<file path="src/design/colmix_pkg.sv">
package colmix_pkg;

    // palette address width, also the priority PROM address width
    localparam int pal_aw = 10;

    // width of one layer pixel
    localparam int pxl_w = 8;

    // cpu data bus width
    localparam int cpu_dw = 16;

    // one layer pixel, read either as a raw palette index or as fields
    typedef union packed {
        // raw view, low bits of the palette address
        logic [pxl_w-1:0] idx;
        // field view, used by the priority logic
        struct packed {
            logic       bank;
            logic [2:0] hi;
            logic       mark;
            // colour code within the palette group
            logic [2:0] col;
        } f;
    } layer_pxl_u;

    // all four layers for one pixel
    typedef struct packed {
        layer_pxl_u ba0;
        layer_pxl_u obj;
        layer_pxl_u ba1;
        layer_pxl_u ba2;
    } layer_pxls_t;

    // layer picked by the priority PROM
    typedef enum logic [1:0] {
        sel_ba0 = 2'd0,
        sel_obj = 2'd1,
        sel_ba1 = 2'd2,
        sel_ba2 = 2'd3
    } layer_sel_e;

    // cpu side of the palette, dsn is active low per byte
    typedef struct packed {
        logic [1:0]        cs;
        logic [pal_aw-1:0] addr;
        logic [cpu_dw-1:0] wdata;
        logic [1:0]        dsn;
    } cpu_bus_t;

    typedef struct packed {
        logic [7:0] red;
        logic [7:0] green;
        logic [7:0] blue;
    } rgb_t;

    // active-low blanking levels
    typedef struct packed {
        logic hbl_n;
        logic vbl_n;
    } sync_t;

endpackage

</file>
<file path="src/design/prio_prom.sv">
`timescale 1ns/1ps

module prio_prom (
    input  logic                          clk,
    input  logic [colmix_pkg::pal_aw-1:0] rd_addr,
    input  logic [colmix_pkg::pal_aw-1:0] wr_addr,
    input  logic [1:0]                    din,
    input  logic                          we,
    output colmix_pkg::layer_sel_e        layer
);

    localparam int depth = 2 ** colmix_pkg::pal_aw;

    // 2-bit layer choice per priority address
    logic [1:0] mem [depth];

    // registered read data
    logic [1:0] q;

    // load port, filled by the loader before video starts
    always_ff @(posedge clk) begin
        if (we) begin
            mem[wr_addr] <= din;
        end
    end

    // one clk read latency
    always_ff @(posedge clk) begin
        q <= mem[rd_addr];
    end

    assign layer = colmix_pkg::layer_sel_e'(q);

endmodule

</file>
<file path="config.mk">
export PLATFORM = sky130hd
export DESIGN_NAME = prio_prom
export DESIGN_NICKNAME = d
export VERILOG_FILES = /design/src/design/colmix_pkg.sv /design/src/design/prio_prom.sv
export SDC_FILE = /design/constraint.sdc
export NUM_CORES = 2
export LEC_CHECK = 0
export BUFFER_PORTS_ARGS = -buffer_cell sky130_fd_sc_hd__buf_2
export CAP_MARGIN = 0
export CORE_MARGIN = 2
export CORE_UTILIZATION = 30
export CTS_BUF_LIST = sky130_fd_sc_hd__clkbuf_4
export DETAILED_ROUTE_END_ITERATION = 6
export PLACE_DENSITY = 0.45
export SLEW_MARGIN = 20
export SYNTH_ARGS = -nofsm -noshare
export SYNTH_HDL_FRONTEND = slang
export SYNTH_SLANG_ARGS = --single-unit
</file>
<file path="constraint.sdc">
create_clock -name clk -period 3.1 [get_ports clk]
set_input_delay 0 -clock clk [delete_from_list [all_inputs] [get_ports clk]]
set_output_delay 0 -clock clk [all_outputs]
set_load 0.01 [all_outputs]
</file>
==> out/results.ini <==
[clock_tree]
clk_pin_slew_worst_paths_ns=0.07
root_buffer=clkbuf_4
clock_latency_ns=1.28
clock_sinks=2050
clk_path_buf_depth=4
cts_tree=built
cts-htree-levels=6
numCtsBuffers=558

[yosys]
synth_cells=4793
synth_nets=4817
yosys.area_share.adder_pct=0
synth_compound_area_share_pct=2.98
syn_avg_cell_area_um2=17.5
synth_edf_count=2048
synth.largest_area_cell=edfxtp_1
yosysWarnings=0
yosys.area.top_type_share_pct=73.4
synth_top_family_by_area=multiplexers
async_flop_share_pct=0
synth_area_leaders=edfxtp_1, mux4_2, nor2_1, mux2i_1, clkbuf_1
synthXorXnorAreaFrac_pct=0
syn-cell-area_mm2=0.0838
synth-simple-area-share_pct=6.40
synth_seq_cells=2050
synth.mux.area_fraction_pct=14.7
synthFlopType=edfxtp_1
yosys.cell_types.count=66
seq_area_frac_synth_pct=73.5

[detailed_routing]
vias=48500
wl_per_cell_um=28.5
initialDrtViolationCount=5434
antenna_left=0
first_pass_iters=5
vias_per_cell=5.10
drt-total-wl_mm=271
drcViolationCount=0

[final_layout]
stdcell_area_mm2=0.0981
layout_common_cells=edfxtp_1, nor2_1, clkbuf_4
final-seq-area_mm2=0.0615
layout_commonest_cell=edfxtp_1
fin_nets=5445
synthToLayoutAreaGrowth_pct=17.2
fillers=26600
post-route-util_pct=35.4
drive_gt1_share_pct=30.7
multi_input_area_mm2=0.0205

[worst_setup_path]
crit_required_ns=4.06
path_cells=dlygate4sd3_1, dlygate4sd3_1, buf_2, dlygate4sd3_1, nor2_2, buf_4, nand3_4, buf_4, nor2_1
cp-end-kind=flop
worstPathArrival_ns=4.02
crit_path_top_delay_cell=dlygate4sd3_1
crit_family=buffers and inverters
path_common_cell=dlygate4sd3_1
worst-path-buf-inv=6
worst_setup_path_start_kind=input pin
reg2reg_slack_ns=0.12
critical_path_class=in -> reg
critical_path.max_stage_delay_ns=0.72
worstPathMaxFanout=15

[die]
die_y_um=532
dieArea_mm2=0.283
ioPinCount=26
core_mm2=0.277
die_x_um=532
start_util_pct=30.2
fp-row-count=193

[power_and_ir_drop]
power_frac_comb_pct=5.9
powerDensity_mw_per_mm2=590
power_frac_seq_pct=52.7
p_sw_share_pct=23.5
p_switching_mw=13.6
pwr-share-clk_pct=41.5
p_leak_nw=30.7
intPower_mw=44.3
power_mw=57.9
vdd_drop_max_mv=0.306

[timing]
period_minus_slack_ns=3.06
slew_headroom_pct=22.4
timing.final.ws_setup_ns=0.0434
finalHoldViolations=0
drv_slew=0
worst_pin_slew_ns=1.16
finalSetupViolCount=0
fmax_mhz=327
rsz0062_at_grt=no
fin_crit_sh_pct=98.6
skew_ns=0.0730

[place]
place_area_mm2=0.0908
io_buffers=25
dp_hpwl_mm=160
gp_congestion=0.813
dp_slack_ns=-0.380

[grt]
grt_max_degree=136
grt_pass1_vias=51500
grt_first_pass_wirelength_mm=381
antenna_found_initial=25
globalRouteOverflowTotal=0
grt_usage_pct=18.8

[run_status]
status=complete, no violations

[min_path]
min_path_type=in -> reg

[run]
drv_cap=0

## registers in the layout, summed over array words and instances (netlist names)
name / cells
mem: 2048
layer: 2
## cells by family after synthesis
kind of cell	count (synthesis)
flip-flops	2050
AND/OR/NAND/NOR	1324
multiplexers	664
AO/OA/AOI/OAI	353
buffers and inverters	402
## per-layer routing
layer	up-vias	global-route usage, %	share of wire, %
met1	25700	25.8	43
met2	1818	30.2	48
met3	424	3.79	6.6
met5	-	0	0.025
met4	8	5.29	2.4
li1	20500	-	-
## power by group through the flow
stage / Combinational [mW] / Sequential (mW) / Clock, mW
5_1_grt: 3.59 / 30.5 / 26.1
6_report: 3.40 / 30.5 / 24.0
3_3_place_gp: 3.37 / 31.1 / 0
2_1_floorplan: 1.59 / 31.1 / 0
3_5_place_dp: 3.38 / 31.1 / 0
4_1_cts: 3.45 / 30.5 / 24.8
## tightest hold or removal path: cells and delay by family
kind            cells  cell delay, ns
compound gates      1            0.28
buf+inv             2            0.81
simple gates        2            0.27
## cell usage after synthesis, types with 6 or more instances
master,number
a211oi_1,13
a21oi_1,70
a221oi_1,13
a22o_1,13
a22oi_1,45
a31oi_1,7
and2_1,6
and3_1,8
buf_1,54
buf_2,26
buf_4,28
buf_6,33
buf_8,14
clkbuf_1,239
edfxtp_1,2048
mux2_2,8
mux2i_1,205
mux4_2,449
nand2_1,96
nand2b_1,8
nand3_1,39
nand4_1,13
nor2_1,1054
nor2b_1,13
nor3_1,45
nor3b_1,10
nor4_1,9
o21ai_0,36
o221ai_1,82
o22ai_1,45
## timing repair
action,in CTS,in global routing
endpoints found under the setup margin,0,22
hold endpoints to repair,4098,0
hold buffers,51,0
buffers inserted,0,0
gates resized for setup,0,2
## per-stage QoR
| stage | setup TNS [ns] | hold WS [ns] | instances |
|---|---|---|---|
| 5_1_grt | 0 | 0.0368 | 9496 |
| 4_1_cts | 0 | 0.00981 | 9488 |
| 6_report | 0 | 0.149 | 9499 |
| 3_3_place_gp | -0.851 | 0.491 | 8516 |
| 2_1_floorplan | 0 | 0.0989 | 4793 |
| 3_5_place_dp | -0.739 | 0.493 | 8516 |
## cell type report
class,instances,area share (%)
repair buffers,464,4.70
multi-input cells,2341,20.9
flip-flops and latches,2050,62.7
well taps,3705,4.72
inverters,6,0.0280
clock inverters,123,0.803
clock buffers,798,6.10
diodes,12,0.0306
## path summary, 6_finish.rpt
| check | cells after the start | end | start |
|---|---|---|---|
| hold reg to reg | 8 | layer[1] | mem[88][1] |
| setup / recovery | 9 | mem[672][1] | wr_addr[1] |
| hold / removal | 5 | layer[0] | rd_addr[6] |
| setup reg to reg | 10 | layer[0] | mem[698][0] |
No activity file was read; power rests on OpenSTA's default activity.
