--- src/design/colmix_pkg.sv ---
package colmix_pkg;

    // palette address width, also the priority PROM address width
    localparam int pal_aw = 10;

    // width of one layer pixel
    localparam int pxl_w = 8;

    // cpu data bus width
    localparam int cpu_dw = 16;

    // one layer pixel, read either as a raw palette index or as fields
    typedef union packed {
        // raw view, low bits of the palette address
        logic [pxl_w-1:0] idx;
        // field view, used by the priority logic
        struct packed {
            logic       bank;
            logic [2:0] hi;
            logic       mark;
            // colour code within the palette group
            logic [2:0] col;
        } f;
    } layer_pxl_u;

    // all four layers for one pixel
    typedef struct packed {
        layer_pxl_u ba0;
        layer_pxl_u obj;
        layer_pxl_u ba1;
        layer_pxl_u ba2;
    } layer_pxls_t;

    // layer picked by the priority PROM
    typedef enum logic [1:0] {
        sel_ba0 = 2'd0,
        sel_obj = 2'd1,
        sel_ba1 = 2'd2,
        sel_ba2 = 2'd3
    } layer_sel_e;

    // cpu side of the palette, dsn is active low per byte
    typedef struct packed {
        logic [1:0]        cs;
        logic [pal_aw-1:0] addr;
        logic [cpu_dw-1:0] wdata;
        logic [1:0]        dsn;
    } cpu_bus_t;

    typedef struct packed {
        logic [7:0] red;
        logic [7:0] green;
        logic [7:0] blue;
    } rgb_t;

    // active-low blanking levels
    typedef struct packed {
        logic hbl_n;
        logic vbl_n;
    } sync_t;

endpackage

--- src/design/blank_delay.sv ---
`timescale 1ns/1ps

module blank_delay #(
    parameter int blank_dly = 2
) (
    input  logic              clk,
    input  logic              rst,
    input  logic              pxl_cen,
    input  colmix_pkg::sync_t sync,
    input  colmix_pkg::rgb_t  rgb_in,
    output colmix_pkg::sync_t sync_dly,
    output colmix_pkg::rgb_t  rgb
);

    // blanking shift stages, one per pixel enable
    colmix_pkg::sync_t stage_q [blank_dly];

    // colour held for one pixel
    colmix_pkg::rgb_t rgb_q;

    // visible when both blanking levels are high
    logic active;

    // reset leaves every stage blanked
    always_ff @(posedge clk) begin
        if (rst) begin
            for (int i = 0; i < blank_dly; i++) begin
                stage_q[i] <= '0;
            end
        end else if (pxl_cen) begin
            stage_q[0] <= sync;
            for (int i = 1; i < blank_dly; i++) begin
                stage_q[i] <= stage_q[i-1];
            end
        end
    end

    // single colour stage
    always_ff @(posedge clk) begin
        if (pxl_cen) begin
            rgb_q <= rgb_in;
        end
    end

    assign sync_dly = stage_q[blank_dly-1];
    assign active   = sync_dly.hbl_n && sync_dly.vbl_n;

    // black while blanked
    assign rgb = active ? rgb_q : '0;

endmodule

--- config.mk ---
export PLATFORM = sky130hd
export DESIGN_NAME = blank_delay
export DESIGN_NICKNAME = d
export VERILOG_FILES = /design/src/design/colmix_pkg.sv /design/src/design/blank_delay.sv
export SDC_FILE = /design/constraint.sdc
export NUM_CORES = 1
export LEC_CHECK = 0
export BUFFER_PORTS_ARGS = -buffer_cell sky130_fd_sc_hd__buf_2
export CORE_MARGIN = 2
export CORE_UTILIZATION = 47
export DETAILED_ROUTE_END_ITERATION = 10
export GPL_TIMING_DRIVEN = 0
export PLACE_DENSITY_LB_ADDON = 0.1
export SETUP_SLACK_MARGIN = 0.2
export SKIP_LAST_GASP = 1
export SLEW_MARGIN = 20
export SYNTH_ARGS = -nofsm -noshare
export SYNTH_HDL_FRONTEND = slang
export SYNTH_SLANG_ARGS = --single-unit
--- constraint.sdc ---
create_clock -name clk -period 2.3 [get_ports clk]
set_input_delay 0.115 -clock clk [delete_from_list [all_inputs] [get_ports clk]]
set_output_delay 0.115 -clock clk [all_outputs]
set_load 0.03 [all_outputs]
==> impl_summary.txt, run 1 <==
----------------------------------------------------
[Synth]
  List of most frequent post-synthesis cells ... sky130_fd_sc_hd__edfxtp_1 (28), sky130_fd_sc_hd__and3_1 (24), sky130_fd_sc_hd__and3b_1 (4)
  Portion of synthesized cell area occupied by the leading cell type ... between 70 and 80%
  Synth async-reset ratio ... 0%
  Top-count cell post-synth ... sky130_fd_sc_hd__edfxtp_1
  Library cell occupying the most area in the post-synthesis netlist ... sky130_fd_sc_hd__edfxtp_1
  Synthesis-stage register bit count ... 28
  Post-Synthesis Cells ... 63
  Count of different cell masters after synthesis ... 8
  Post-synth EDFFs ... 28
  Ys flop type ... sky130_fd_sc_hd__edfxtp_1
  Net count of the mapped netlist ... just over 90
  Largest cells by area after synthesis ... sky130_fd_sc_hd__edfxtp_1 (78%), sky130_fd_sc_hd__and3_1 (14%), sky130_fd_sc_hd__and3b_1 (3.2%)
  Mean instance size in the synthesized netlist ... 17.1 um2
  Synth Cell Area ... about 1100 um2
  Yosys warns ... 0
  Sequential-to-total area share from yosys stat ... slightly below 80%

[Routing]
  Met2 layer wire length in the routed design ... about 1300 um
  Post-route ant nets ... 0
  Detailed-router iteration count before antenna repair ... 4
  Max Used Layer ... met4
  DRC ... 0
  1st-iter DRT viols ... 16
  Met3 Wirelength ... around 110 um
  Vias ... 808
  DR WL/cell ... roughly 13 um
  Via density per instance ... 4.67
  Met1 Routed Length ... 898 um
  Final wirelength ... approximately 2300 um

[Die]
  Standard cell core area ... around 2200 um2
  Die width ... between 50 and 60 um
  Initial cell density of the core ... about 50%
  Site row count ... 17
  Overall die area ... around 2700 um2
  Die height ... ~52 um
  I/O pins ... 55

[Clock tree]
  CTS H-Tree Depth ... 1
  Clock insertion delay at the later pin of the skew report ... about 0.31 ns
  CTS Buffer Depth ... 2
  Post-CTS Repair Setup Buffers ... 0
  Root buffer selected by CTS ... sky130_fd_sc_hd__clkbuf_4
  Count of hold buffers inserted by post-cts repair ... 24
  CTS tree ... done
  Number of instances resized during post-cts repair ... 0
  Clock edge transition at the registers on the reported setup and hold paths ... approximately 0.14 ns
  Number of clock sinks seen by CTS ... 28
  Num CTS Buffers ... 3

[Critical path]
  Category of the worst setup path launch point ... flop
  Type of destination of the critical path ... primary output
  Worst-path maximum fanout ... 10
  Class of the most critical setup path ... flop to primary output
  Critical Path Slowest Stage Cell ... sky130_fd_sc_hd__edfxtp_1
  Stage delay of the slowest cell on the critical path ... 0.46 ns
  Cell breakdown of the critical path ... clkbuf_2, and3_1, buf_2
  Required @ worst endpoint ... 2.18 ns
  Critical path arrival ... around 1.4 ns

[GRT]
  Via count of the first global-routing pass ... between 700 and 800
  Overflow left after global routing ... 0
  Wire length of the first global-routing pass ... 3280 um
  Total global routing track utilization ... 17.4%
  Maximum number of pins on one net before global-route repair ... 30
  Number of antenna violations at the first check in global routing ... 0

[STA]
  Count of final max-slew check failures ... 0
  Highest clock frequency the design can meet ... roughly 660 MHz
  Min cycle time layout ... ~1.5 ns
  Period Utilization, post-route ... around two thirds
  Tightest Pin Transition ... ~0.56 ns
  Clock Skews ... 0.000385 ns
  Max-slew headroom ... between 60% and 70%
  RSZ-0062 raised after global routing ... no
  Number of hold violations in the final report ... 0
  Total of endpoints with negative setup slack in the final report ... 0
  TNS Setup ... 0 ns

[Placed design]
  Port Buf Inserts ... 54
  Final estimated routing congestion in global placement ... approximately 0.69
  Dpl hpwl ... 1340 um
  Inst Count DP ... about 150

[Finish]
  Area overhead of the layout relative to synthesis ... 53.0%
  Number of antenna diodes ... 0
  Final cell count without fillers ... 173
  Layout cells sized above 1 ... between 40% and 50%
  Layout net count ... 175

[Power and ir drop]
  Pwr per Cell Area ... 566 nW/um2
  Max IR drop VDD ... between 0.5 and 0.6 mV
  Leakage ... approximately 0.00085 uW

[Flow run]
  Count of max-cap constraint violations ... 0

[Worst hold path]
  Class of the tightest hold or removal check ... primary input to flop

[Outcome]
  Result of the run ... finished, final reports clean

----------------------------------------------------
final timing paths:
check	start	endpoint	slack (ns)	cells after the start
setup / recovery	stage_q[0][2]	rgb[16]	0.79	3
hold / removal	sync[0]	stage_q[0][0]	0.11	2
setup reg to reg	stage_q[0][1]	stage_q[0][3]	1.52	1
hold reg to reg	stage_q[0][0]	stage_q[0][2]	0.57	1
routing by layer:
metal / GRT usage, % / up-vias
li1: - / 404
met1: 18.6 / 375
met2: 32.7 / 27
met3: 4.02 / 2
met4: 6.58 / 0
met5: 0 / -
cell usage in the layout (no fill, tap or decap), drive strengths merged:
master	instances
and3	24
and3b	4
buf	59
clkbuf	4
clkinv	1
dlygate4sd3	24
edfxtp	28
or2	1
sequential cells by signal, indices dropped and copies added (netlist names):
register and cells:
stage_q 4, rgb_q 24
worst max-delay path, delay by kind of cell, from the launching register on:
kind	cells	cell delay (ns)
flops	1	0.46
buf+inv	2	0.43
simple gates	1	0.20
where the power goes:
part           leakage, uW  internal (uW)  switching [uW]
registers         0.000279            605            11.6
logic             0.000557           65.4            60.7
clock network    0.0000154           63.3             129
metrics by stage:
stage                     total power [uW]  util (%)  setup slack, ns  hold slack (ns)  cell area [um2]
after detailed placement               722      63.2             1.12            0.293             1390
after CTS                              941      75.4            0.798           0.0984             1650
after global routing                   976      75.4            0.686           0.0914             1650
after floorplan                        672         -             1.30            0.214             1080
after global placement                 717      63.2             1.16            0.291             1390
final                                  934      75.4            0.789            0.105             1650
cells by family (layout without fill, tap and decap cells):
logic type | after synthesis | count (layout) | share of synthesized area (%)
AND/OR/NAND/NOR | 29 | 29 | 17.7
flip-flops | 28 | 28 | 77.9
buffers and inverters | 6 | 88 | 4.40
final cells by class:
cell class                 count  area (um2)
tap                           28        35.0
timing repair buffer          78         510
sequential                    28         841
clock inverter                 1        3.75
fill                         156         539
buffer                         6        47.5
multi-input combinational     29         191
clock buffer                   3        22.5
Note: power is estimated with default switching activity, not from simulation.
==> run 2, diff against run 1 <==
Settings changed: ABC_AREA set to 1, CORE_UTILIZATION 47 to 45.
Clock period 2.3 ns to 1.47 ns, I/O delays scaled along.
==> impl_summary.txt, run 2 <==
----------------------------------------------------
[Outcome]
  Result of the run ... finished, final reports clean (unchanged)

[Finish]
  Top flop regs ... rgb_q x24, stage_q x4 (unchanged)
  Number of antenna diodes ... 0 (unchanged)
  Leading cell types in the layout, fill and taps excluded ... sky130_fd_sc_hd__buf_2 (37), sky130_fd_sc_hd__inv_1 (29), sky130_fd_sc_hd__edfxtp_1 (28) (was sky130_fd_sc_hd__buf_2 (55), sky130_fd_sc_hd__edfxtp_1 (28), sky130_fd_sc_hd__and3_1 (24), sky130_fd_sc_hd__dlygate4sd3_1 (24), sky130_fd_sc_hd__and3b_1 (4))
  Layout Cell Area excl Fill ... 1870 um2 (was 1650 um2)
  Layout net count ... 208 (was 175)
  Fill cells ... 177 (was 156)
  Most common library cell in the layout ignoring fill and taps ... sky130_fd_sc_hd__buf_2 (unchanged)
  Layout cells sized above 1 ... 50.6% (was 43.4%)
  Area overhead of the layout relative to synthesis ... 60.4% (was 53.0%)
  Register with the most flip-flops ... rgb_q (unchanged)
  Final cell count without fillers ... 208 (was 173)
  Max reg flops ... 24 (unchanged)

[GRT]
  Wire length of the first global-routing pass ... 3190 um (was 3280 um)
  Met3 track demand over resource in global routing ... 3.23% (was 4.02%)
  Number of antenna violations at the first check in global routing ... 0 (unchanged)
  Met1 Track Usage GR ... 15.3% (was 18.6%)
  Overflow left after global routing ... 0 (unchanged)
  Total global routing track utilization ... 15.7% (was 17.4%)
  Met2 track demand over resource in global routing ... 30.2% (was 32.7%)
  Maximum number of pins on one net before global-route repair ... 27 (was 30)
  Busiest layer in global routing ... met2 (unchanged)
  Via count of the first global-routing pass ... 820 (was 716)

[STA]
  Period Utilization, post-route ... between 90% and 100%
  Min cycle time layout ... 1.37 ns
  TNS Setup ... 0 ns (unchanged)
  Max-slew headroom ... 63.6% (was 62.5%)
  Clock Skews ... 0.00381 ns (was 0.000385 ns)
  Highest clock frequency the design can meet ... ~730 MHz
  Tightest Pin Transition ... 0.546 ns (was 0.562 ns)
  Total of endpoints with negative setup slack in the final report ... 0 (unchanged)
  Number of hold violations in the final report ... 0 (unchanged)
  RSZ-0062 raised after global routing ... yes (was no)
  Count of final max-slew check failures ... 0 (unchanged)

[Routing]
  Detailed-router iteration count before antenna repair ... 4 (unchanged)
  Post-route ant nets ... 0 (unchanged)
  DRC ... 0 (unchanged)
  Vias ... 889 (was 808)
  DR WL/cell ... 10.4 um (was 13.3 um)
  Final wirelength ... 2160 um (was 2300 um)
  1st-iter DRT viols ... 13 (was 16)
  Via density per instance ... 4.27 (was 4.67)

[Clock tree]
  Number of clock sinks seen by CTS ... 28 (unchanged)
  Num CTS Buffers ... 3 (unchanged)
  Clock edge transition at the registers on the reported setup and hold paths ... 0.14 ns (about the same)
  CTS Buffer Depth ... 2 (unchanged)
  CTS H-Tree Depth ... 1 (unchanged)
  Root buffer selected by CTS ... sky130_fd_sc_hd__clkbuf_4 (unchanged)
  Clock insertion delay at the later pin of the skew report ... 0.32 ns (was 0.31 ns)
  CTS tree ... done (unchanged)

[Placed design]
  Final estimated routing congestion in global placement ... 0.629 (was 0.686)
  Inst Count DP ... 176 (was 145)
  Post-detailed-placement cell area ... 1480 um2 (was 1390 um2)
  Port Buf Inserts ... 54 (unchanged)
  Dpl hpwl ... 1370 um (was 1340 um)

[Synth]
  Mean instance size in the synthesized netlist ... 12.7 um2 (was 17.1 um2)
  Synth Cell Area ... 1170 um2 (was 1080 um2)
  Yosys warns ... 0 (unchanged)
  Post-Synthesis Cells ... 92 (was 63)
  List of most frequent post-synthesis cells ... sky130_fd_sc_hd__inv_1 (29), sky130_fd_sc_hd__edfxtp_1 (28), sky130_fd_sc_hd__nor2_2 (18) (was sky130_fd_sc_hd__edfxtp_1 (28), sky130_fd_sc_hd__and3_1 (24), sky130_fd_sc_hd__and3b_1 (4))
  Synthesis-stage register bit count ... 28 (unchanged)
  Top-count cell post-synth ... sky130_fd_sc_hd__inv_1 (was sky130_fd_sc_hd__edfxtp_1)
  Sequential-to-total area share from yosys stat ... 71.9% (was 77.9%)
  Ys flop type ... sky130_fd_sc_hd__edfxtp_1 (unchanged)
  Largest cells by area after synthesis ... sky130_fd_sc_hd__edfxtp_1 (72%), sky130_fd_sc_hd__nor2_2 (9.6%), sky130_fd_sc_hd__inv_1 (9.3%) (was sky130_fd_sc_hd__edfxtp_1 (78%), sky130_fd_sc_hd__and3_1 (14%), sky130_fd_sc_hd__and3b_1 (3.2%))
  Portion of synthesized cell area occupied by the leading cell type ... 71.9% (was 77.9%)
  Synth async-reset ratio ... 0% (unchanged)
  Count of different cell masters after synthesis ... 10 (was 8)
  Library cell occupying the most area in the post-synthesis netlist ... sky130_fd_sc_hd__edfxtp_1 (unchanged)
  Net count of the mapped netlist ... 121 (was 92)
  Post-synth EDFFs ... 28 (unchanged)

[Die]
  Standard cell core area ... 2480 um2 (was 2190 um2)
  Initial cell density of the core ... 47.2% (was 49.3%)
  I/O pins ... 55 (unchanged)
  Die width ... 55.0 um (was 51.9 um)
  Overall die area ... 3020 um2 (was 2700 um2)
  Site row count ... 18 (was 17)
  Die height ... 55.0 um (was 51.9 um)

[Power and ir drop]
  Pwr per Cell Area ... 802 nW/um2 (was 566 nW/um2)
  Total Power Consumption ... 1500 uW (was 934 uW)
  Max IR drop VDD ... 0.663 mV (was 0.599 mV)
  Leakage ... 0.000920 uW (was 0.000851 uW)

[Critical path]
  Class of the most critical setup path ... flop to primary output (unchanged)
  Required @ worst endpoint ... 1.40 ns (was 2.18 ns)
  Critical path arrival ... 1.30 ns (was 1.40 ns)
  Type of destination of the critical path ... primary output (unchanged)
  Category of the worst setup path launch point ... flop (unchanged)
  Worst-path maximum fanout ... 4 (was 10)

[Worst hold path]
  Class of the tightest hold or removal check ... primary input to flop (unchanged)

[Flow run]
  Count of max-cap constraint violations ... 0 (unchanged)

----------------------------------------------------
==> run 2: final timing paths <==
check                startpoint       endpoint  slack [ns]  cells past startpoint
hold reg to reg   stage_q[0][0]  stage_q[0][2]        0.57                      2
setup reg to reg  stage_q[0][1]  stage_q[0][3]        0.75                      2
hold / removal          sync[1]  stage_q[0][1]        0.04                      3
setup / recovery  stage_q[0][3]        rgb[22]         0.1                      4
==> run 2: what timing repair did <==
item / 4_1_cts / 5_1_grt
hold buffers: 24 / 0
buffers inserted: 2 / 2
setup endpoints to repair: 20 / 25
gates cloned: 0 / 0
pin swaps: 1 / 1
resized for setup: 8 / 32
endpoints found under the hold margin: 24 / 0
==> run 2: layout make-up <==
class	count	area, um2	share of cell area (%)
plain buffers	4	58.8	3.14
clock buffers	3	22.5	1.20
clock inverters	1	3.75	0.200
inverters	29	109	5.81
multi-input cells	31	204	10.9
flip-flops and latches	28	841	44.9
well taps	30	37.5	2.00
repair buffers	82	598	31.9
==> run 2: report_power, final <==
group	switching [uW]	leakage, uW	internal [uW]
clock	215	0.0000154	99.5
combinational	109	0.000625	114
sequential	18.2	0.000279	946
==> run 2: cells by family (layout without fill, tap and decap cells) <==
family / after synthesis / count (layout) / synth area share [%]
simple gates: 31 / 31 / 15.5
flops: 28 / 28 / 71.9
buf+inv: 33 / 119 / 12.5
==> run 2: critical path, stage by stage, from the launching register on <==
cell and delay [ns]:
sky130_fd_sc_hd__edfxtp_1 0.43, sky130_fd_sc_hd__nand2_4 0.10, sky130_fd_sc_hd__buf_4 0.17, sky130_fd_sc_hd__nor2_1 0.09, sky130_fd_sc_hd__clkbuf_4 0.19
==> run 2: metrics by stage <==
step	hold slack (ns)	setup WS (ns)	util, %
floorplan	0.172	0.531	-
global placement	0.250	0.400	59.6
detailed placement	0.252	0.357	59.6
CTS	0.0272	0.113	72.2
global route	0.0394	0.0208	75.7
finish	0.0408	0.0997	75.7
==> run 2: layer usage <==
metal	vias to the layer above	part of all wire, %
met3	2	5.8
met5	-	0
met4	0	0.92
met2	30	56
met1	413	37
li1	444	-
