`src/design/colmix_pkg.sv`:
```
package colmix_pkg;

    // palette address width, also the priority PROM address width
    localparam int pal_aw = 10;

    // width of one layer pixel
    localparam int pxl_w = 8;

    // cpu data bus width
    localparam int cpu_dw = 16;

    // one layer pixel, read either as a raw palette index or as fields
    typedef union packed {
        // raw view, low bits of the palette address
        logic [pxl_w-1:0] idx;
        // field view, used by the priority logic
        struct packed {
            logic       bank;
            logic [2:0] hi;
            logic       mark;
            // colour code within the palette group
            logic [2:0] col;
        } f;
    } layer_pxl_u;

    // all four layers for one pixel
    typedef struct packed {
        layer_pxl_u ba0;
        layer_pxl_u obj;
        layer_pxl_u ba1;
        layer_pxl_u ba2;
    } layer_pxls_t;

    // layer picked by the priority PROM
    typedef enum logic [1:0] {
        sel_ba0 = 2'd0,
        sel_obj = 2'd1,
        sel_ba1 = 2'd2,
        sel_ba2 = 2'd3
    } layer_sel_e;

    // cpu side of the palette, dsn is active low per byte
    typedef struct packed {
        logic [1:0]        cs;
        logic [pal_aw-1:0] addr;
        logic [cpu_dw-1:0] wdata;
        logic [1:0]        dsn;
    } cpu_bus_t;

    typedef struct packed {
        logic [7:0] red;
        logic [7:0] green;
        logic [7:0] blue;
    } rgb_t;

    // active-low blanking levels
    typedef struct packed {
        logic hbl_n;
        logic vbl_n;
    } sync_t;

endpackage

```
`src/design/prio_addr.sv`:
```
`timescale 1ns/1ps

module prio_addr (
    input  logic                          clk,
    input  logic                          pxl_cen,
    input  logic [2:0]                    prisel,
    input  colmix_pkg::layer_pxls_t       pxls,
    input  logic [3:0]                    gfx_en,
    input  colmix_pkg::layer_sel_e        layer,
    output logic [colmix_pkg::pal_aw-1:0] prio_sel_addr,
    output logic [colmix_pkg::pal_aw-1:0] pal_addr
);

    // transparency flags, one per layer
    logic ba0_clr;
    logic obj_clr;
    logic ba1_clr;
    logic ba2_clr;

    // raw pixel of the winning layer
    colmix_pkg::layer_pxl_u win_pxl;

    // ba0 is see-through on colour zero or when disabled
    assign ba0_clr = (pxls.ba0.f.col == 3'd0) || !gfx_en[0];

    // objects also use the mark bit as part of the colour
    assign obj_clr = ({pxls.obj.f.mark, pxls.obj.f.col} == 4'd0) || !gfx_en[3];

    assign ba1_clr = (pxls.ba1.f.col == 3'd0) || !gfx_en[1];

    // ba2 bank 1 never counts as transparent
    assign ba2_clr = !pxls.ba2.f.bank
                  && ((pxls.ba2.f.col == 3'd0) || !gfx_en[2]);

    // priority address, MSB first, sampled every clk
    always_ff @(posedge clk) begin
        prio_sel_addr <= {
            prisel,
            ba0_clr,
            pxls.obj.f.bank,
            obj_clr,
            pxls.ba1.f.bank,
            pxls.ba1.f.mark,
            ba1_clr,
            ba2_clr
        };
    end

    // pick the pixel of the layer the PROM chose
    always_comb begin
        case (layer)
            colmix_pkg::sel_ba0: win_pxl = pxls.ba0;
            colmix_pkg::sel_obj: win_pxl = pxls.obj;
            colmix_pkg::sel_ba1: win_pxl = pxls.ba1;
            default:             win_pxl = pxls.ba2;
        endcase
    end

    // palette address only moves once per pixel
    // layer number on top, raw index below
    always_ff @(posedge clk) begin
        if (pxl_cen) begin
            pal_addr <= {layer, win_pxl.idx};
        end
    end

endmodule

```
`config.mk`:
```
export PLATFORM = sky130hd
export DESIGN_NAME = prio_addr
export DESIGN_NICKNAME = d
export VERILOG_FILES = /design/src/design/colmix_pkg.sv /design/src/design/prio_addr.sv
export SDC_FILE = /design/constraint.sdc
export NUM_CORES = 1
export LEC_CHECK = 0
export BUFFER_PORTS_ARGS = -buffer_cell sky130_fd_sc_hd__buf_2
export CORE_AREA = 2 2 50 52
export CTS_BUF_LIST = sky130_fd_sc_hd__clkbuf_4 sky130_fd_sc_hd__clkbuf_8
export CTS_CLUSTER_DIAMETER = 60
export DETAILED_ROUTE_END_ITERATION = 12
export DIE_AREA = 0 0 52 54
export GPL_TIMING_DRIVEN = 0
export MAX_ROUTING_LAYER = met4
export PLACE_DENSITY = 0.7
export SLEW_MARGIN = 20
export SYNTH_ARGS = -nofsm -noshare
export SYNTH_HDL_FRONTEND = slang
export SYNTH_SLANG_ARGS = --single-unit
```
`constraint.sdc`:
```
create_clock -name clk -period 1.2 [get_ports clk]
set_input_delay 0.36 -clock clk [delete_from_list [all_inputs] [get_ports clk]]
set_output_delay 0.36 -clock clk [all_outputs]
set_load 0.05 [all_outputs]
```
==> impl_results.md, run 1 <==
- Port buffer count: 62
- ANT nets after route: 0
- Die span in y: 54 um
- Critical path cell sequence: buf_6
- Worst Setup End Kind: output port
- Clock transition at path regs: 100 ps
- Slowest-stage cell, CP: edfxtp_1
- Sinks on Clock Net: 20
- NetSw: 464 uW
- Max Cap Viol: 0
- Core Area: 2320 um2
- Power per cell area: 1310 nW/um2
- Post-Synthesis Cells: 35
- Max FO, Critical Path: 1
- Leakage: 0.548 nW
- Hold Vio Cnt, Final: 0
- Busiest grt layer: met2
- Tot GR Track Use: 12.4%
- Failing checks: negative setup slack
- Comb power frac: 28.4%
- Synthesized cell area: 732 um2
- Fin nets: 145
- DR WL/cell: 13.0 um
- Sequential power share: 50.4%
- Tmin final: 1240 ps
- Relative slew slack: 84.3%
- Worst min path class: primary input to flop
- Final WL: 1710 um
- GR Layer Usage met1: 13.6%
- Status: complete, but fails checks
- DRT Pass-1 Iters: 4
- H-tree levels: 1
- Worst Slack Setup Final: -37.0 ps
- Max Slew Vio Count: 0
- Postcts setup bufs: 0
- TritonCTS clock tree: yes
- Global-route wire length before repair: 2400 um
- Final instance area: 1210 um2
- Unique masters post-synth: 9
- First DRT Iteration DRCs: 6
- Antenna cells: 0
- Placer Congestion: 0.688
- Number of global-route vias before repair: 560
- CP Depth: 1
- Routed vias/inst: 4.50
- Share of layout cells above drive strength 1: 75.2%
- Dpl cell area: 1090 um2
- WS Path Type: flop to output port
- Largest net degree at the start of global routing: 12
- FP Rows: 18
- RSZ-0062 raised after global routing: yes
- Met3 usage: 1.11%
- Setup Viol. Count Final: 9
- Internal: 1.12 mW
- Synth Net Count: 78
- Arrival time worst endpoint: 880 ps
- Max incr delay on CP: 410 ps
- DR vias: 590
- Die area: 2810 um2
- CTS root buf: clkbuf_4
- Crit-path leading delay family: flip-flops
- Worst Max-Slew Pin Slew: 233 ps
- DRC viols: 0
- Boundary Pins: 63
- Max Buffers Root-to-Sink: 2
- Die Span X: 52 um
- #FFs+latches synth: 20
- GRT overflow: 0
- Final Util: 52.2%
- Hold depth: 1
- Switching part of the total: 29.3%
- Total power: 1.58 mW
- Clock Power Share: 21.2%
- Register area share after synthesis: 68.4%
- Peak supply drop: 667 uV
- Initial Util: 31.6%
- Final period util: 103%
- Area grow syn2layout: 65.3%
- Number of buffers created by CTS: 3
- Yosys warning count: 0
- Initial antenna violation count: 0
- DP Cell Count: 127
- Avg Inst Size Synth: 20.9 um2
- Fmax: 808 MHz
- Non-Filler Instances: 131
- Startpoint types: flop
- M2 GR Usage: 21.5%
- Critical path buffers and inverters: 1
- Req. time, crit path: 840 ps
==> cells in the mapped netlist (all sizes together) <==
cell type  count  share of area (%)
mux4           8                 25
dfxtp         10                 27
a21oi          1               0.68
edfxtp        10                 41
o31ai          2                2.1
or3            1               0.86
clkbuf         1               0.68
buf            1                1.5
o41ai          1                1.2
==> power by group through the flow <==
stage               logic [mW]  clock network [mW]  registers [mW]
floorplan               0.0689                   0           0.999
global placement         0.395                   0           0.802
detailed placement       0.399                   0           0.803
CTS                      0.450               0.349           0.798
global route             0.473               0.368           0.804
finish                   0.450               0.335           0.798
==> stage by stage <==
step / worst slack [ps] / TNS, ps / hold slack [ps]
after floorplan: -12.2 / -97.8 / 388
after global placement: -173 / -1350 / 465
after detailed placement: -184 / -1430 / 470
after global routing: -67.8 / -457 / 154
after CTS: -27.7 / -205 / 157
final: -37.0 / -80.6 / 168
==> metal layers <==
layer	share of wire, %	up-vias	wire length [um]
li1	-	279	-
met1	36	273	619
met2	55	36	939
met3	7.5	2	128
met4	1.1	0	19
met5	0	-	0
==> area by class of cell <==
type,count,area (um2)
clock buffers,4,30.0
plain buffers,2,25.0
multi-input cells,13,215
well taps,30,37.5
fillers,202,1110
flip-flops and latches,20,500
repair buffers,62,402
==> what timing repair did <==
item,4_1_cts,5_1_grt
hold buffers,0,0
setup endpoints to repair,20,11
gates resized for setup,30,1
==> registers in the layout, indices dropped and copies added (netlist names) <==
name / flops
prio_sel_addr: 10
pal_addr: 10
==> cells by family (layout without fill, tap and decap cells) <==
kind of cell	after synthesis	count (layout)	share of synthesized area (%)
AO/OA/AOI/OAI	4	4	3.93
buffers and inverters	2	68	2.22
multiplexers	8	8	24.6
AND/OR/NAND/NOR	1	1	0.855
flip-flops	20	20	68.4
==> final timing paths <==
path,start,to,slack (ps)
max,pal_addr[4]$_DFFE_PP_,pal_addr[4],-40
min,prisel[0],prio_sel_addr[7]$_DFF_P_,170
==> layout by cell type (no fill, tap or decap) <==
cell type  instances
a21oi_1            1
buf_12             1
buf_2             42
buf_4              9
buf_6             11
clkbuf_2           1
clkbuf_4           4
dfxtp_1           10
edfxtp_1          10
mux4_2             8
o31ai_1            2
o41ai_1            1
or3_1              1
(Power assumes the default switching activity.)
==> run 2, diff against run 1 <==
- CELL_PAD_IN_SITES_DETAIL_PLACEMENT: default -> 0
- CELL_PAD_IN_SITES_GLOBAL_PLACEMENT: default -> 1
- CORE_AREA: 2 2 50 52 -> 2 2 57 59
- DIE_AREA: 0 0 52 54 -> 0 0 59 61
- GPL_ROUTABILITY_DRIVEN: default -> 0
- PLACE_DENSITY: 0.7 -> 0.71
==> run 2 against run 1 <==
Effect of this change: the flow still finishes with violations (negative setup slack); first-iteration DRC count increased by 120%; total power decreased by 0.85%; sequential power about the same; non-clock buffer count unchanged; die area increased by 28%; critical path depth unchanged; utilization decreased by 10 points; sequential cell count unchanged; global-route usage decreased by 2.4 points; wire length increased by 1.4%; clock power decreased by 7.8%; critical endpoint is now pal_addr[6]; largest cell class unchanged.
==> impl_results.md, run 2 (synthesis results as in run 1) <==
- CTS resizes: 30
- Worst Max-Slew Pin Slew: 263 ps
- Power per cell area: 1270 nW/um2
- Tot GR Track Use: 9.94%
- Initial antenna violation count: 0
- Number of buffers created by CTS: 3
- Antenna cells: 0
- First DRT Iteration DRCs: 13
- Crit-path leading delay family: flip-flops
- Leakage: 0.554 nW
- Max Slew Vio Count: 0
- Worst Slack Setup Final: -14.3 ps
- Global-route wire length before repair: 2480 um
- TritonCTS clock tree: yes
- Req. time, crit path: 840 ps
- H-tree levels: 1
- Clock transition at path regs: 110 ps
- RSZ-0062 raised after global routing: yes
- Sinks on Clock Net: 20
- Tmin final: 1210 ps
- Max Buffers Root-to-Sink: 2
- TNS Setup: -60.5 ps
- Post-CTS Hold Fix Bufs: 0
- Max FO, Critical Path: 1
- Max incr delay on CP: 400 ps
- Postcts setup bufs: 0
- Boundary Pins: 63
- Critical path buffers and inverters: 1
- Failing checks: negative setup slack
- FP Rows: 20
- Max Cap Viol: 0
- GRT overflow: 0
- Fmax: 824 MHz
- Startpoint types: flop
- Relative slew slack: 82.3%
- Hpwl dp: 1510 um
- Most frequent cells in the layout: buf_2 (42), buf_6 (18), edfxtp_1 (10), mux4_2 (8), dfxtp_1 (7)
- Top flop regs: pal_addr: 10 flops, prio_sel_addr: 10 flops
- DP Cell Count: 130
- CP Depth: 1
- DR WL/cell: 12.9 um
- Largest net degree at the start of global routing: 12
- Worst min path class: primary input to flop
- Fill cell count: 289
- Number of global-route vias before repair: 550
- Hold Vio Cnt, Final: 0
- Port buffer count: 62
- Die area: 3600 um2
- Setup Viol. Count Final: 8
- Initial Util: 24.8%
- ANT nets after route: 0
- Fin nets: 145
- Worst Setup End Kind: output port
- Critical path cell sequence: buf_6
- Core Area: 2950 um2
- Hold depth: 1
- Final period util: 101%
- Final WL: 1730 um
- DRT Pass-1 Iters: 3
- Area grow syn2layout: 69.4%
- Status: complete, but fails checks
- Slowest-stage cell, CP: edfxtp_1
- Arrival time worst endpoint: 850 ps
- Non-Filler Instances: 134
- Die Span X: 59 um
- WS Path Type: flop to output port
- DR vias: 566
- Share of layout cells above drive strength 1: 77.2%
- Peak supply drop: 369 uV
- CTS root buf: clkbuf_4
- Most common cell after layout, fill and taps aside: buf_2
- DRC viols: 0
- Routed vias/inst: 4.22
- Die span in y: 61 um
==> run 2: cell types whose count changed in the layout (fill, tap and decap cells not counted), sizes merged <==
| cell | delta |
|---|---|
| clkbuf | -1 |
| clkinv | +1 |
==> run 2: layer usage <==
layer	up-vias	routed length [um]	GRT usage, %	part of all wire [%]
met5	-	0	-	0
met4	0	25	6.82	1.4
met3	2	106	0.853	6.1
met2	27	931	16.8	54
met1	257	666	11.1	38
li1	280	-	-	-
==> run 2: path summary, 6_finish.rpt <==
| check | startpoint | endpoint | slack, ps |
|---|---|---|---|
| max | pal_addr[6]$_DFFE_PP_ | pal_addr[6] | -10 |
| min | prisel[0] | prio_sel_addr[7]$_DFF_P_ | 170 |
==> run 2: final cells by class <==
class | count | area, um2 | area share, %
well taps | 33 | 41.3 | 3.33
multi-input cells | 13 | 215 | 17.4
repair buffers | 62 | 428 | 34.5
clock buffers | 3 | 22.5 | 1.82
plain buffers | 2 | 25.0 | 2.02
clock inverters | 1 | 3.75 | 0.303
flip-flops and latches | 20 | 504 | 40.7
==> run 2: report_power, final <==
part / switching, mW / total, mW / internal [mW]
Clock: 0.189 / 0.309 / 0.121
Sequential: 0.0216 / 0.801 / 0.779
Combinational: 0.262 / 0.459 / 0.197
Total: 0.473 / 1.57 / 1.10
==> run 2: through the flow <==
step           hold WS [ps]  util, %  power [mW]  instance area [um2]  worst slack [ps]
6_report                165     42.0        1.57                 1240             -14.3
5_1_grt                 140     42.0        1.64                 1240             -61.1
4_1_cts                 152     40.8        1.58                 1210             -30.0
3_5_place_dp            464     37.0        1.21                 1090              -200
3_3_place_gp            463     37.0        1.20                 1090              -199
2_1_floorplan           388        -        1.07                  741             -12.2
==> run 3, diff against run 2 <==
- REMOVE_ABC_BUFFERS: default -> 1
==> run 3 against run 2 <==
Effect of this change: largest power group unchanged; final cell count fell by 1.5%; the run still ends with negative setup slack left; largest cell class unchanged; via count rose by 2.7%; maximum frequency fell by 0.94%.
==> impl_results.md, run 3 (synthesis results as in run 1) <==
- Top Metal Used: met4
- RSZ-0062 raised after global routing: yes
- Worst Max-Slew Pin Slew: 282 ps
- DRT Pass-1 Iters: 4
- Peak supply drop: 466 uV
- Worst min path class: primary input to flop
- Critical path cell sequence: buf_6
- Routed vias/inst: 4.40
- Power per cell area: 1290 nW/um2
- Port buffer count: 62
- DR WL/cell: 14.6 um
- Slowest-stage cell, CP: edfxtp_1
- Crit path capture: pal_addr[8]
- Share of layout cells above drive strength 1: 75.8%
- FP Rows: 20
- Worst Setup End Kind: output port
- Tmin final: 1230 ps
- TNS Setup: -137 ps
- Arrival time worst endpoint: 870 ps
- Initial antenna violation count: 0
- Critical path buffers and inverters: 1
- Final period util: 102%
- Number of buffers created by CTS: 3
- Final Util: 41.2%
- Die area: 3600 um2
- Max Slew Vio Count: 0
- Fmax: 816 MHz
- Met1 WL: 714 um
- Max FO, Critical Path: 1
- Most frequent cells in the layout: buf_2 (42), buf_6 (19), edfxtp_1 (10), mux4_2 (8), dfxtp_1 (8)
- Top flop regs: pal_addr: 10 flops, prio_sel_addr: 10 flops
- Failing checks: negative setup slack
- Boundary Pins: 63
- Crit-path leading delay family: flip-flops
- ANT nets after route: 0
- Die span in y: 61 um
- Setup Viol. Count Final: 10
- Hold Vio Cnt, Final: 0
- CTS root buf: clkbuf_4
- Max incr delay on CP: 410 ps
- Hold_ws: 168 ps
- Total power: 1.57 mW
- Sinks on Clock Net: 20
- Post-Place Worst Slack: -289 ps
- Wire length on met3: 79 um
- Dpl cell area: 1070 um2
- Number of global-route vias before repair: 596
- Met2 wire length: 1110 um
- TritonCTS clock tree: yes
- Area grow syn2layout: 66.3%
- Worst setup path start: pal_addr[8]$_DFFE_PP_
- Core Area: 2950 um2
- Postcts setup bufs: 0
- WS Path Type: flop to output port
- Global-route wire length before repair: 2880 um
- Clock transition at path regs: 110 ps
- Largest net degree at the start of global routing: 12
- Leakage: 0.541 nW
- Die Span X: 59 um
- Initial Util: 24.8%
- Fin nets: 143
- DP Cell Count: 128
- First DRT Iteration DRCs: 6
- Startpoint types: flop
- GRT overflow: 0
- Max Cap Viol: 0
- Status: complete, but fails checks
- Final WL: 1930 um
- Tot GR Track Use: 11.5%
- Antenna cells: 0
- Req. time, crit path: 840 ps
- Most common cell after layout, fill and taps aside: buf_2
- Final instance area: 1220 um2
- Relative slew slack: 80.9%
- Max Buffers Root-to-Sink: 2
- Post-CTS Hold Fix Bufs: 0
- DR vias: 581
- Worst Slack Setup Final: -25.8 ps
- Non-Filler Instances: 132
- DRC viols: 0
- H-tree levels: 1
- CP Depth: 1
[run 3: changes by cell type in the layout (fill, tap and decap cells not counted)]
| cell | change |
|---|---|
| buf_12 | -1 |
| clkbuf_2 | -1 |
| dfxtp_1 | +1 |
| dfxtp_2 | -1 |
| buf_4 | -1 |
| buf_6 | +1 |
[run 3: where the power goes]
group / internal, mW / switching [mW] / leakage (nW)
sequential: 0.779 / 0.0239 / 0.182
combinational: 0.190 / 0.264 / 0.344
clock: 0.121 / 0.193 / 0.0154
[run 3: cell type report]
type / instances / area [um2]
Fill cell: 288 / 1740
Sequential cell: 20 / 503
Timing Repair Buffer: 62 / 432
Multi-Input combinational cell: 13 / 215
Tap cell: 33 / 41.3
Clock buffer: 3 / 22.5
Clock inverter: 1 / 3.75
[run 3: how the worst min path moves through the flow]
stage	from	endpoint	slack (ps)	cells past startpoint
6_report	prisel[0]	prio_sel_addr[7]$_DFF_P_	170	1
3_5_place_dp	prisel[0]	prio_sel_addr[7]$_DFF_P_	460	1
2_1_floorplan	pxls[11]	prio_sel_addr[2]$_DFF_P_	390	0
4_1_cts	prisel[0]	prio_sel_addr[7]$_DFF_P_	150	1
5_1_grt	prisel[0]	prio_sel_addr[7]$_DFF_P_	150	1
3_3_place_gp	prisel[0]	prio_sel_addr[7]$_DFF_P_	460	1
[run 3: metal layers]
metal	track usage, %	vias up
li1	-	276
met1	13.3	281
met3	2.13	2
met5	-	-
met4	4.87	0
met2	19.5	22
[run 3: repair_timing]
action / in CTS / in global routing
gates resized for setup: 30 / 11
pin swaps: 0 / 0
endpoints found under the hold margin: 0 / 0
endpoints found under the setup margin: 20 / 19
